[src/design/lat_consts.svh]
`ifndef LAT_CONSTS_SVH
`define LAT_CONSTS_SVH

// request and memory widths
`define LAT_ADDR_W 8
`define LAT_DATA_W 32
`define LAT_TAG_W 4

// queue entries, equal to the credits the core holds after reset
`define LAT_QUEUE_DEPTH 4

// latency counter and lat_i width
`define LAT_CNT_W 32

`endif

[src/design/lat_pkg.sv]
`include "lat_consts.svh"

package lat_pkg;

  // request from the core, 45 bits
  typedef struct packed {
    logic                      write;
    logic [`LAT_ADDR_W-1:0]    addr;
    logic [`LAT_DATA_W-1:0]    wdata;
    logic [`LAT_TAG_W-1:0]     tag;
  } cmd_t;

  // response to the core, 36 bits
  typedef struct packed {
    logic [`LAT_DATA_W-1:0]    rdata;
    logic [`LAT_TAG_W-1:0]     tag;
  } resp_t;

  // gate FSM
  // WAIT_DATA means latency expired with memory data still outstanding,
  // WAIT_TIME means data captured but latency not yet reached
  typedef enum logic [1:0] {
    READY     = 2'd0,
    BUSY      = 2'd1,
    WAIT_DATA = 2'd2,
    WAIT_TIME = 2'd3
  } gate_state_e;

endpackage

[src/design/cmd_credit_if.sv]
`timescale 1ns/1ps

interface cmd_credit_if;

  logic            valid;   // head entry present
  lat_pkg::cmd_t   cmd;     // show-ahead head
  logic            credit;  // pop strobe from the gate
  logic            en;      // latency emulation on

  modport sender (
    output valid,
    output cmd,
    input  credit,
    input  en
  );

  modport receiver (
    input  valid,
    input  cmd,
    output credit,
    output en
  );

endinterface

[src/design/latency_gate.sv]
`timescale 1ns/1ps
`include "lat_consts.svh"

module latency_gate (
  input  logic                   ds_clk_i,
  input  logic                   ds_reset_i,

  input  logic                   en_i,
  input  logic [`LAT_CNT_W-1:0]  lat_i,

  cmd_credit_if.receiver         enq,

  output logic                   mem_req_v_o,
  output lat_pkg::cmd_t          mem_cmd_o,
  input  logic                   mem_resp_v_i,
  input  lat_pkg::resp_t         mem_resp_i,

  output logic                   resp_v_o,
  output lat_pkg::resp_t         resp_o,
  output logic                   stall_o
);

  lat_pkg::gate_state_e      state_r;
  lat_pkg::gate_state_e      state_n;

  logic [`LAT_CNT_W-1:0]     cnt_r;
  logic                      run_r;     // counter running since issue
  lat_pkg::resp_t            resp_r;    // memory data held in WAIT_TIME

  logic                      issue;
  logic                      time_hit;
  logic                      time_done;

  assign enq.en = en_i;

  assign issue      = (state_r == lat_pkg::READY) & enq.valid;
  assign enq.credit = issue;            // pop the head as it goes out

  assign mem_req_v_o = issue;
  assign mem_cmd_o   = enq.cmd;

  // counter holds at lat_i once reached, so time_hit stays up until the next issue
  assign time_hit  = (cnt_r == lat_i);
  assign time_done = ~enq.en | time_hit; // pass-through has no time leg

  always_ff @(posedge ds_clk_i) begin
    if (ds_reset_i) begin
      cnt_r <= '0;
      run_r <= 1'b0;
    end else if (issue) begin
      cnt_r <= '0;
      run_r <= 1'b1;
    end else if (run_r) begin
      if (time_hit) begin
        run_r <= 1'b0;                  // expired
      end else if (cnt_r != '1) begin
        cnt_r <= cnt_r + 1'b1;          // saturate at all ones
      end
    end
  end

  always_comb begin
    state_n = state_r;
    case (state_r)
      lat_pkg::READY: begin
        if (issue) begin
          state_n = lat_pkg::BUSY;
        end
      end
      lat_pkg::BUSY: begin
        if (mem_resp_v_i & time_done) begin
          state_n = lat_pkg::READY;
        end else if (mem_resp_v_i) begin
          state_n = lat_pkg::WAIT_TIME;
        end else if (time_done) begin
          state_n = lat_pkg::WAIT_DATA;
        end
      end
      lat_pkg::WAIT_TIME: begin
        if (time_done) begin
          state_n = lat_pkg::READY;
        end
      end
      lat_pkg::WAIT_DATA: begin
        if (mem_resp_v_i) begin
          state_n = lat_pkg::READY;
        end
      end
      default: state_n = lat_pkg::READY;
    endcase
  end

  always_ff @(posedge ds_clk_i) begin
    if (ds_reset_i) begin
      state_r <= lat_pkg::READY;
    end else begin
      state_r <= state_n;
    end
  end

  always_ff @(posedge ds_clk_i) begin
    if (mem_resp_v_i) begin
      resp_r <= mem_resp_i;
    end
  end

  // both legs done in this cycle
  assign resp_v_o = (state_r != lat_pkg::READY) & (state_n == lat_pkg::READY);
  assign resp_o   = (state_r == lat_pkg::WAIT_TIME) ? resp_r : mem_resp_i;

  assign stall_o = enq.en & (state_r == lat_pkg::WAIT_DATA);

endmodule

[src/flat_wrapper.sv]
// flat-port wrapper written by rule: the top's interface ports become plain ports
module latency_gate_flat 
  (ds_clk_i, ds_reset_i, en_i, lat_i, mem_req_v_o, mem_cmd_o, mem_resp_v_i, mem_resp_i, resp_v_o, resp_o, stall_o, enq_valid, enq_cmd, enq_credit, enq_en);
  cmd_credit_if enq_i ();
  input  logic ds_clk_i;
  input  logic ds_reset_i;
  input  logic en_i;
  input  logic [`LAT_CNT_W-1:0] lat_i;
  output logic mem_req_v_o;
  output lat_pkg::cmd_t mem_cmd_o;
  input  logic mem_resp_v_i;
  input  lat_pkg::resp_t mem_resp_i;
  output logic resp_v_o;
  output lat_pkg::resp_t resp_o;
  output logic stall_o;
  input wire logic [$bits(enq_i.valid)-1:0] enq_valid;
  input wire logic [$bits(enq_i.cmd)-1:0] enq_cmd;
  output wire logic [$bits(enq_i.credit)-1:0] enq_credit;
  output wire logic [$bits(enq_i.en)-1:0] enq_en;
  assign enq_i.valid = enq_valid;
  assign enq_i.cmd = enq_cmd;
  assign enq_credit = enq_i.credit;
  assign enq_en = enq_i.en;
  latency_gate u_core (.ds_clk_i(ds_clk_i), .ds_reset_i(ds_reset_i), .en_i(en_i), .lat_i(lat_i), .enq(enq_i), .mem_req_v_o(mem_req_v_o), .mem_cmd_o(mem_cmd_o), .mem_resp_v_i(mem_resp_v_i), .mem_resp_i(mem_resp_i), .resp_v_o(resp_v_o), .resp_o(resp_o), .stall_o(stall_o));
endmodule
[config.mk]
export PLATFORM = sky130hd
export DESIGN_NAME = latency_gate_flat
export DESIGN_NICKNAME = d
export VERILOG_FILES = /design/src/design/lat_pkg.sv /design/src/design/cmd_credit_if.sv /design/src/design/latency_gate.sv /design/src/flat_wrapper.sv
export VERILOG_INCLUDE_DIRS = /design/src /design/src/design
export SDC_FILE = /design/constraint.sdc
export NUM_CORES = 1
export LEC_CHECK = 0
export ABC_AREA = 1
export BUFFER_PORTS_ARGS = -buffer_cell sky130_fd_sc_hd__buf_2
export CORE_ASPECT_RATIO = 0.6
export CORE_MARGIN = 10
export CORE_UTILIZATION = 52
export DETAILED_ROUTE_END_ITERATION = 8
export PLACE_DENSITY = 0.95
export SLEW_MARGIN = 20
export SYNTH_ARGS = -nofsm -noshare
export SYNTH_HDL_FRONTEND = slang
export SYNTH_SLANG_ARGS = --single-unit
[constraint.sdc]
create_clock -name ds_clk_i -period 3.3 [get_ports ds_clk_i]
set_input_delay 0.66 -clock ds_clk_i [delete_from_list [all_inputs] [get_ports ds_clk_i]]
set_output_delay 0.66 -clock ds_clk_i [all_outputs]
set_load 0.02 [all_outputs]
==> metrics.cfg <==
[run_status]
status = completed

[critical_path]
ff2ff_path_depth = 9
critical_path_class = flip-flop to output port
endpoint_kind = output port
cp_top_family = simple AND/OR/NAND/NOR gates
cp_max_fo = 14
critPathMostFrequentCell = nand2_1
crit_arrival_ns = 2.18
critPathMaxStageDelay_ns = 0.42
start_kind = flip-flop
critical_path.cell_chain = inv_2 > nand2_1 > nand2_1 > nand2_1 > nor2_1 > nand2_1 > nor2_1 > nand2_2 > nand2_1 > nand3_1 > nand2_1 > buf_2
cp.required_ns = 2.64
crit_slowest_cell = dfxtp_1
r2r_setup_slack_ns = 0.69
cp.depth = 12
path_buf_inv = 2

[yosys]
synth_compound_area_share_pct = 3.67
ys_async_sr_fraction_pct = 0
synth_most_common_cell = nand2_1
ys.flop_type = edfxtp_1
syn_nets = 717
synth_enable_flop_cells = 36
synth-simple-area-share_pct = 29.1
synthMuxAreaShare_pct = 8.75
synthXorXnorAreaFrac_pct = 7.19
ys_types = 25
synth-adder-area-share_pct = 0.270
syn_area_um2 = 4630
synth_top_family_by_area = simple AND/OR/NAND/NOR gates
yosys_register_bits = 71
synth_area_leader_cell = edfxtp_1
yosysWarnings = 0
netlist_instances = 598
yosysSeqAreaShare_pct = 38.5
netlist_top_cells_area = edfxtp_1 (23%), nand2_1 (15%), dfxtp_1 (15%)
netlist.area_leader.share_pct = 23.3
yosys-top-cells-count = nand2_1 (188), nor2_1 (68), buf_4 (47), edfxtp_1 (36), mux2_2 (36)
syn_area_per_cell_um2 = 7.75

[routing]
drtIter0Drc = 383
first_pass_iters = 7
post_drt_via_cell_ratio = 5.40
wl_per_cell_um = 17.2
vias = 4192
drt-total-wl_um = 13400
ant_nets = 0
drcViolationCount = 0

[place]
post-place-cells = 760
dpl.hpwl_um = 10500
port_buffers = 113
routabilityCongestion = 0.949

[sta]
fin_skew_ns = 0.00745
rsz0062_at_grt = false
max_slew_margin_pct = 32.5
worst_pin_slew_ns = 1.01
drv_slew = 0
min_period_ns = 2.84
setup_viol = 0
max_freq_mhz = 353
fin_crit_sh_pct = 85.9
final_hold_viol_count = 0
setup_tns_ns = 0

[clock_network]
clockBufferDepth = 2
cts_hold_buf = 0
cts_sinks = 71
clk_pin_slew_worst_paths_ns = 0.07
cts_max_level = 3
postCtsSetupRepairBufs = 0
cts_made_buffers = 9
cts_resized = 0
cts_root_buffer = clkbuf_16
tritoncts = yes
clock_latency_ns = 0.34

[worst_hold_path]
hold-path-cell-count = 1
hp-class = input pin to flip-flop

[floorplan]
die_x_um = 142
coreArea_um2 = 8590
io_pins = 204
rows = 26
initial_core_util_pct = 53.9
die_h_um = 93.1
die_area_um2 = 13200

[power]
ir_drop_v = 0.000247
p_per_area_nw_per_um2 = 424
power_leakage_uw = 0.00205

[global_route]
grt_overflow_total = 0
grt_usage_pct = 19.5
grt_pass1_vias = 4142
grt_pass1_wl_um = 20900
grt_antenna_before_repair = 0
grt_max_degree = 37

[layout]
final_nets = 778
areaGrowthSynthToFinish_pct = 12.4
layout.cells.non_filler = 776
diodes = 0
final_core_util_pct = 60.6
drive_gt1_share_pct = 27.1

[flow_run]
cap_violations = 0

through the flow:
step | cell area, um^2 | total power (uW) | hold WS (ns) | setup slack (ns)
after floorplan | 4630 | 1240 | 0.483 | 1.14
after global placement | 4920 | 1270 | 0.510 | 0.658
after detailed placement | 4920 | 1280 | 0.534 | 0.600
after CTS | 5210 | 2220 | 0.503 | 0.511
after global routing | 5210 | 2280 | 0.500 | 0.264
final | 5210 | 2200 | 0.510 | 0.464
routing by layer:
layer	wire length (um)	vias to the layer above	global-route usage [%]
li1	-	2035	-
met1	5540	1925	23.6
met2	6280	202	31.6
met3	1350	30	7.88
met4	209	0	5.34
met5	0	-	0
sequential cells by signal, indices dropped and copies added (netlist names):
register and count:
u_core.resp_r 36, u_core.cnt_r 32, u_core.state_r 2, u_core.run_r 1
cells by family (layout without fill, tap and decap cells):
group                      Yosys count  after routing
DFF                                 71             71
and+or+nand+nor                    317            317
adders and majority gates            1              1
buffers and inverters              101            167
AOI/OAI and AO/OA                   34             34
xor gates and xnor gates            38             38
muxes                               36             36
worst reg2reg max path, cell delays in order (launching register included):
cell and delay (ns):
dfxtp_1 0.53, ha_1 0.43, nand2_1 0.18, nor2_4 0.22, nand3_1 0.10, nor2_1 0.14
nand3_2 0.11, nand3_2 0.50, nand2_1 0.15, a21oi_1 0.16
report_power, final:
part	switching [uW]	total (uW)	internal, uW
Combinational	169	276	108
Sequential	17.7	989	971
Clock	414	940	526
layout by cell type (no fill, tap or decap), drive strengths merged:
cell | netlist | layout
nand2 | 191 | 191
clkbuf | 12 | 9
a21oi | 34 | 34
nand3 | 15 | 15
nor2 | 71 | 71
nand3b | 8 | 8
xor2 | 12 | 12
inv | 33 | 37
dfxtp | 35 | 35
buf | 56 | 118
nor3 | 1 | 1
and3 | 1 | 1
clkinvlp | 0 | 2
clkinv | 0 | 1
edfxtp | 36 | 36
xnor2 | 26 | 26
ha | 1 | 1
mux2 | 36 | 36
nand4 | 30 | 30
path summary, 6_finish.rpt:
check,startpoint,end
max,u_core.cnt_r[0],resp_v_o
min,mem_resp_i[23],u_core.resp_r[23]
max reg2reg,u_core.cnt_r[0],u_core.cnt_r[3]
min reg2reg,u_core.cnt_r[21],u_core.cnt_r[21]
area by class of cell:
class / instances / area (um^2)
clock buffers: 9 / 225
clock inverters: 7 / 63.8
fillers: 771 / 3380
inverters: 33 / 124
multi-input cells: 426 / 2270
flip-flops and latches: 71 / 1780
well taps: 112 / 140
repair buffers: 118 / 603
No activity file was read; power rests on OpenSTA's default activity.
