**src/design/lat_consts.svh**
```systemverilog
`ifndef LAT_CONSTS_SVH
`define LAT_CONSTS_SVH

// request and memory widths
`define LAT_ADDR_W 8
`define LAT_DATA_W 32
`define LAT_TAG_W 4

// queue entries, equal to the credits the core holds after reset
`define LAT_QUEUE_DEPTH 4

// latency counter and lat_i width
`define LAT_CNT_W 32

`endif

```
**src/design/lat_pkg.sv**
```systemverilog
`include "lat_consts.svh"

package lat_pkg;

  // request from the core, 45 bits
  typedef struct packed {
    logic                      write;
    logic [`LAT_ADDR_W-1:0]    addr;
    logic [`LAT_DATA_W-1:0]    wdata;
    logic [`LAT_TAG_W-1:0]     tag;
  } cmd_t;

  // response to the core, 36 bits
  typedef struct packed {
    logic [`LAT_DATA_W-1:0]    rdata;
    logic [`LAT_TAG_W-1:0]     tag;
  } resp_t;

  // gate FSM
  // WAIT_DATA means latency expired with memory data still outstanding,
  // WAIT_TIME means data captured but latency not yet reached
  typedef enum logic [1:0] {
    READY     = 2'd0,
    BUSY      = 2'd1,
    WAIT_DATA = 2'd2,
    WAIT_TIME = 2'd3
  } gate_state_e;

endpackage

```
**src/design/cmd_credit_if.sv**
```systemverilog
`timescale 1ns/1ps

interface cmd_credit_if;

  logic            valid;   // head entry present
  lat_pkg::cmd_t   cmd;     // show-ahead head
  logic            credit;  // pop strobe from the gate
  logic            en;      // latency emulation on

  modport sender (
    output valid,
    output cmd,
    input  credit,
    input  en
  );

  modport receiver (
    input  valid,
    input  cmd,
    output credit,
    output en
  );

endinterface

```
**src/design/cmd_credit_queue.sv**
```systemverilog
`timescale 1ns/1ps
`include "lat_consts.svh"

module cmd_credit_queue (
  input  logic               ds_clk_i,
  input  logic               ds_reset_i,

  input  logic               req_v_i,
  input  lat_pkg::cmd_t      req_cmd_i,
  output logic               credit_o,

  cmd_credit_if.sender       deq
);

  localparam int DEPTH = `LAT_QUEUE_DEPTH;
  localparam int PTR_W = (DEPTH > 1) ? $clog2(DEPTH) : 1;
  localparam int CNT_W = $clog2(DEPTH + 1);

  lat_pkg::cmd_t       mem_r [DEPTH];
  logic [PTR_W-1:0]    wr_ptr_r;
  logic [PTR_W-1:0]    rd_ptr_r;
  logic [CNT_W-1:0]    count_r;
  logic                credit_r;

  logic                push;
  logic                pop;

  // the core only sends while holding a credit, so a push never hits a full queue
  assign push = req_v_i;
  assign pop  = deq.credit & deq.valid;

  assign deq.valid = (count_r != '0);
  assign deq.cmd   = mem_r[rd_ptr_r]; // head shown ahead of the pop

  always_ff @(posedge ds_clk_i) begin
    if (push) begin
      mem_r[wr_ptr_r] <= req_cmd_i;
    end
  end

  always_ff @(posedge ds_clk_i) begin
    if (ds_reset_i) begin
      wr_ptr_r <= '0;
      rd_ptr_r <= '0;
    end else begin
      if (push) begin
        wr_ptr_r <= (wr_ptr_r == PTR_W'(DEPTH - 1)) ? '0 : wr_ptr_r + 1'b1;
      end
      if (pop) begin
        rd_ptr_r <= (rd_ptr_r == PTR_W'(DEPTH - 1)) ? '0 : rd_ptr_r + 1'b1;
      end
    end
  end

  always_ff @(posedge ds_clk_i) begin
    if (ds_reset_i) begin
      count_r <= '0;
    end else begin
      case ({push, pop})
        2'b10:   count_r <= count_r + 1'b1;
        2'b01:   count_r <= count_r - 1'b1;
        default: count_r <= count_r;          // idle or push and pop together
      endcase
    end
  end

  // one credit back to the core per popped entry
  always_ff @(posedge ds_clk_i) begin
    if (ds_reset_i) begin
      credit_r <= 1'b0;
    end else begin
      credit_r <= pop;
    end
  end

  assign credit_o = credit_r;

endmodule

```
**src/flat_wrapper.sv**
```systemverilog
// flat-port wrapper written by rule: the top's interface ports become plain ports
module cmd_credit_queue_flat 
  (ds_clk_i, ds_reset_i, req_v_i, req_cmd_i, credit_o, deq_valid, deq_cmd, deq_credit, deq_en);
  cmd_credit_if deq_i ();
  input  logic ds_clk_i;
  input  logic ds_reset_i;
  input  logic req_v_i;
  input  lat_pkg::cmd_t req_cmd_i;
  output logic credit_o;
  output wire logic [$bits(deq_i.valid)-1:0] deq_valid;
  output wire logic [$bits(deq_i.cmd)-1:0] deq_cmd;
  input wire logic [$bits(deq_i.credit)-1:0] deq_credit;
  input wire logic [$bits(deq_i.en)-1:0] deq_en;
  assign deq_valid = deq_i.valid;
  assign deq_cmd = deq_i.cmd;
  assign deq_i.credit = deq_credit;
  assign deq_i.en = deq_en;
  cmd_credit_queue u_core (.ds_clk_i(ds_clk_i), .ds_reset_i(ds_reset_i), .req_v_i(req_v_i), .req_cmd_i(req_cmd_i), .credit_o(credit_o), .deq(deq_i));
endmodule
```
**config.mk**
```make
export PLATFORM = sky130hd
export DESIGN_NAME = cmd_credit_queue_flat
export DESIGN_NICKNAME = d
export VERILOG_FILES = /design/src/design/lat_pkg.sv /design/src/design/cmd_credit_if.sv /design/src/design/cmd_credit_queue.sv /design/src/flat_wrapper.sv
export VERILOG_INCLUDE_DIRS = /design/src /design/src/design
export SDC_FILE = /design/constraint.sdc
export NUM_CORES = 1
export LEC_CHECK = 0
export BUFFER_PORTS_ARGS = -buffer_cell sky130_fd_sc_hd__clkbuf_2
export CAP_MARGIN = 20
export CELL_PAD_IN_SITES_DETAIL_PLACEMENT = 1
export CELL_PAD_IN_SITES_GLOBAL_PLACEMENT = 2
export CORE_MARGIN = 10
export CORE_UTILIZATION = 48
export CTS_CLUSTER_DIAMETER = 60
export DETAILED_ROUTE_END_ITERATION = 6
export PLACE_DENSITY = 0.86
export SETUP_SLACK_MARGIN = 0.02
export SYNTH_ARGS = -nofsm -noshare
export SYNTH_HDL_FRONTEND = slang
export SYNTH_SLANG_ARGS = --single-unit
```
**constraint.sdc**
```tcl
create_clock -name ds_clk_i -period 4.1 [get_ports ds_clk_i]
set_input_delay 0.82 -clock ds_clk_i [delete_from_list [all_inputs] [get_ports ds_clk_i]]
set_output_delay 0.82 -clock ds_clk_i [all_outputs]
set_load 0.02 [all_outputs]
```
==> flow_metrics.env <==
export IMPL_die_h_um=141
export IMPL_clock_fmax_ghz=0.330
export IMPL_fin_area_mm2=0.00830
export IMPL_seqPwrFrac_pct=47.6
export IMPL_critPathTopFamily="flip-flops"
export IMPL_antenna_left=0
export IMPL_max_vdd_ir_drop_mv=0.311
export IMPL_comb_power_share_pct=18.0
export IMPL_clkLatencyLatePin_ns=0.42
export IMPL_grt_max_degree=28
export IMPL_root_buffer="clkbuf_16"
export IMPL_gp_congestion=0.684
export IMPL_dr_pass1_iters=4
export IMPL_fin_nets=454
export IMPL_p_sw_share_pct=25.5
export IMPL_endpoint="deq_cmd[36]"
export IMPL_num_rows=44
export IMPL_die_area_mm2=0.0199
export IMPL_viasPerCell=5.35
export IMPL_cp_slowest_cell="dfxtp_4"
export IMPL_cp_required_ns=3.28
export IMPL_ys_ff_latch=190
export IMPL_drive_above_1_share_pct=43.5
export IMPL_placeableCoreArea_mm2=0.0145
export IMPL_cts_sinks=190
export IMPL_setup_viol=0
export IMPL_dp_slack_ns=1.45
export IMPL_synth_nets=343
export IMPL_busiest_layer="met2"
export IMPL_leakage_nw=2.86
export IMPL_power_switching_mw=1.24
export IMPL_grt_util_met3_pct=4.94
export IMPL_antenna_found_initial=1
export IMPL_final_hold_viol_count=0
export IMPL_r2r_cells=4
export IMPL_rr_startpoint="u_core.wr_ptr_r[0]"
export IMPL_worstSetupPathType="register to output pin"
export IMPL_grt_pass1_vias=3606
export IMPL_tightest_slew_ns=0.800
export IMPL_power_density_mw_per_mm2=587
export IMPL_drc=0
export IMPL_cp_arrival_ns=2.21
export IMPL_ctsResizeCount=0
export IMPL_cts_buffers=17
export IMPL_track_usage_pct=14.2
export IMPL_dp_hpwl_um=8900
export IMPL_yosysWarnings=0
export IMPL_cp_num_cells=3
export IMPL_via_count=3172
export IMPL_p_int_mw=3.63
export IMPL_placed_area_mm2=0.00770
export IMPL_hold_slack_ns=0.525
export IMPL_skew_ns=0.00533
export IMPL_die_w_um=141
export IMPL_grt_pass1_wl_um=21100
export IMPL_wirelength_um=13800
export IMPL_end_kind="output pin"
export IMPL_status="complete, no violations"
export IMPL_ios=97
export IMPL_first_iter_violations=211
export IMPL_r2r_slack_ns=2.05
export IMPL_syn_inst=286
export IMPL_dp_cells=562
export IMPL_clockBufferDepth=2
export IMPL_cp_max_fo=22
export IMPL_cts_clk_slew_worst_paths_ns=0.06
export IMPL_rsz0062_at_grt="false"
export IMPL_hold_class="register to register"
export IMPL_startpoint_type="register"
export IMPL_ctsHoldBuffers=0
export IMPL_p_total_mw=4.87
export IMPL_final_cells=593
export IMPL_syn_area_mm2=0.00704
export IMPL_slew_limit_headroom_pct=46.6
export IMPL_overflow=0
export IMPL_met2_usage_pct=23.4
export IMPL_ys_seq_area_share_pct=79.6
export IMPL_cp_slowest_stage_delay_ns=0.64
export IMPL_path_buf_inv=2
export IMPL_cts_setup_buffers=0
export IMPL_final_util_pct=57.3
export IMPL_use_met1_pct=17.2
export IMPL_start_util_pct=48.7
export IMPL_cts_htree_levels=4
export IMPL_ys_types=22
export IMPL_port_buffers=95
export IMPL_fin_ws_ns=1.07
export IMPL_r2r_end="u_core.mem_r[0][34]"
export IMPL_fin_crit_ns=3.03
export IMPL_slew_viol_final=0
export IMPL_cts_tree="built"
export IMPL_cap_violations=0
export IMPL_p_clk_share_pct=34.3
export IMPL_avgSynthCellArea_um2=24.6
export IMPL_crit_path_cell_trace="buf_4 > mux4_1 > clkbuf_2"
export IMPL_wl_per_cell_um=23.2
export IMPL_synthToLayoutAreaGrowth_pct=17.8
export IMPL_fin_setup_tns_ns=0
export IMPL_finalCritPeriodShare_pct=73.9
export IMPL_n_antenna_cell=0
## layout by cell type (no fill, tap or decap), types with 2 or more instances in the layout
cell type and n:
mux4_2 40, a21oi_1 4, or3_1 3, xor2_1 2, mux4_1 5, dfxtp_1 8, bufinv_16 4, mux2i_1 2
clkbuf_16 17, clkinvlp_4 2, nor2_1 7, inv_1 7, ha_1 6, clkinv_1 2, clkinv_2 4, edfxtp_1 180
and2_2 4, buf_4 8, clkbuf_2 95
## final cells by class
type	instances	area, um^2
clock buffer	18	429
fill	1283	6180
inverter	7	26.3
clock inverter	13	171
multi-input combinational	78	1300
timing repair buffer	103	536
tap	184	230
sequential	190	5610
## worst min path at each step
stage	start	endpoint	slack, ns	cells after the start
global placement	u_core.rd_ptr_r[0]	register	0.46	2
floorplan	u_core.rd_ptr_r[0]	register	0.46	2
detailed placement	u_core.rd_ptr_r[0]	register	0.51	2
global route	u_core.rd_ptr_r[0]	register	0.56	2
CTS	u_core.rd_ptr_r[0]	register	0.52	2
finish	u_core.rd_ptr_r[0]	register	0.53	2
## worst min-delay path: cells and delay by family (launching register included)
family	cells	cell delay [ns]
DFF	1	0.34
AOI/OAI and AO/OA	1	0.07
and+or+nand+nor	1	0.07
## cell usage after synthesis
| cell | number | share of area (%) |
|---|---|---|
| a21oi_1 | 4 | 0.28 |
| and2_1 | 4 | 0.36 |
| buf_12 | 4 | 1.1 |
| buf_2 | 4 | 0.28 |
| buf_6 | 1 | 0.16 |
| clkbuf_1 | 1 | 0.053 |
| clkbuf_2 | 1 | 0.071 |
| dfxtp_1 | 10 | 2.8 |
| edfxtp_1 | 180 | 77 |
| fa_1 | 1 | 0.28 |
| ha_1 | 6 | 1.1 |
| inv_1 | 7 | 0.37 |
| mux2i_1 | 2 | 0.28 |
| mux4_1 | 5 | 1.9 |
| mux4_2 | 40 | 13 |
| nand2_1 | 1 | 0.053 |
| nor2_1 | 7 | 0.37 |
| nor3b_1 | 1 | 0.11 |
| o21ai_0 | 1 | 0.071 |
| o31ai_4 | 1 | 0.30 |
| or3_1 | 3 | 0.27 |
| xor2_1 | 2 | 0.25 |
## logic make-up after synthesis
kind of cell	share of synthesized area, %
compound gates	0.657
xor+xnor	0.249
fa+ha+maj	1.35
buf+inv	2.08
flops	79.6
mux	14.9
simple gates	1.15
## power groups by stage
| stage | combinational [mW] | sequential, mW | clock (mW) |
|---|---|---|---|
| 2_1_floorplan | 0.706 | 2.30 | 0 |
| 3_3_place_gp | 0.873 | 2.35 | 0 |
| 3_5_place_dp | 0.898 | 2.37 | 0 |
| 4_1_cts | 0.902 | 2.33 | 1.71 |
| 5_1_grt | 0.944 | 2.34 | 1.79 |
| 6_report | 0.878 | 2.32 | 1.67 |
## flip-flops by register name, indices dropped and copies added, names as in the netlist, named ones only
signal,cells
u_core.mem_r,180
u_core.count_r,3
u_core.rd_ptr_r,2
u_core.wr_ptr_r,2
u_core.credit_o,1
## metal layers
layer / routed length [um] / share of wire, %
met5: 0 / 0
met4: 121 / 0.88
met3: 706 / 5.1
met2: 7080 / 51
met1: 5850 / 43
No activity file was read; power rests on OpenSTA's default activity.
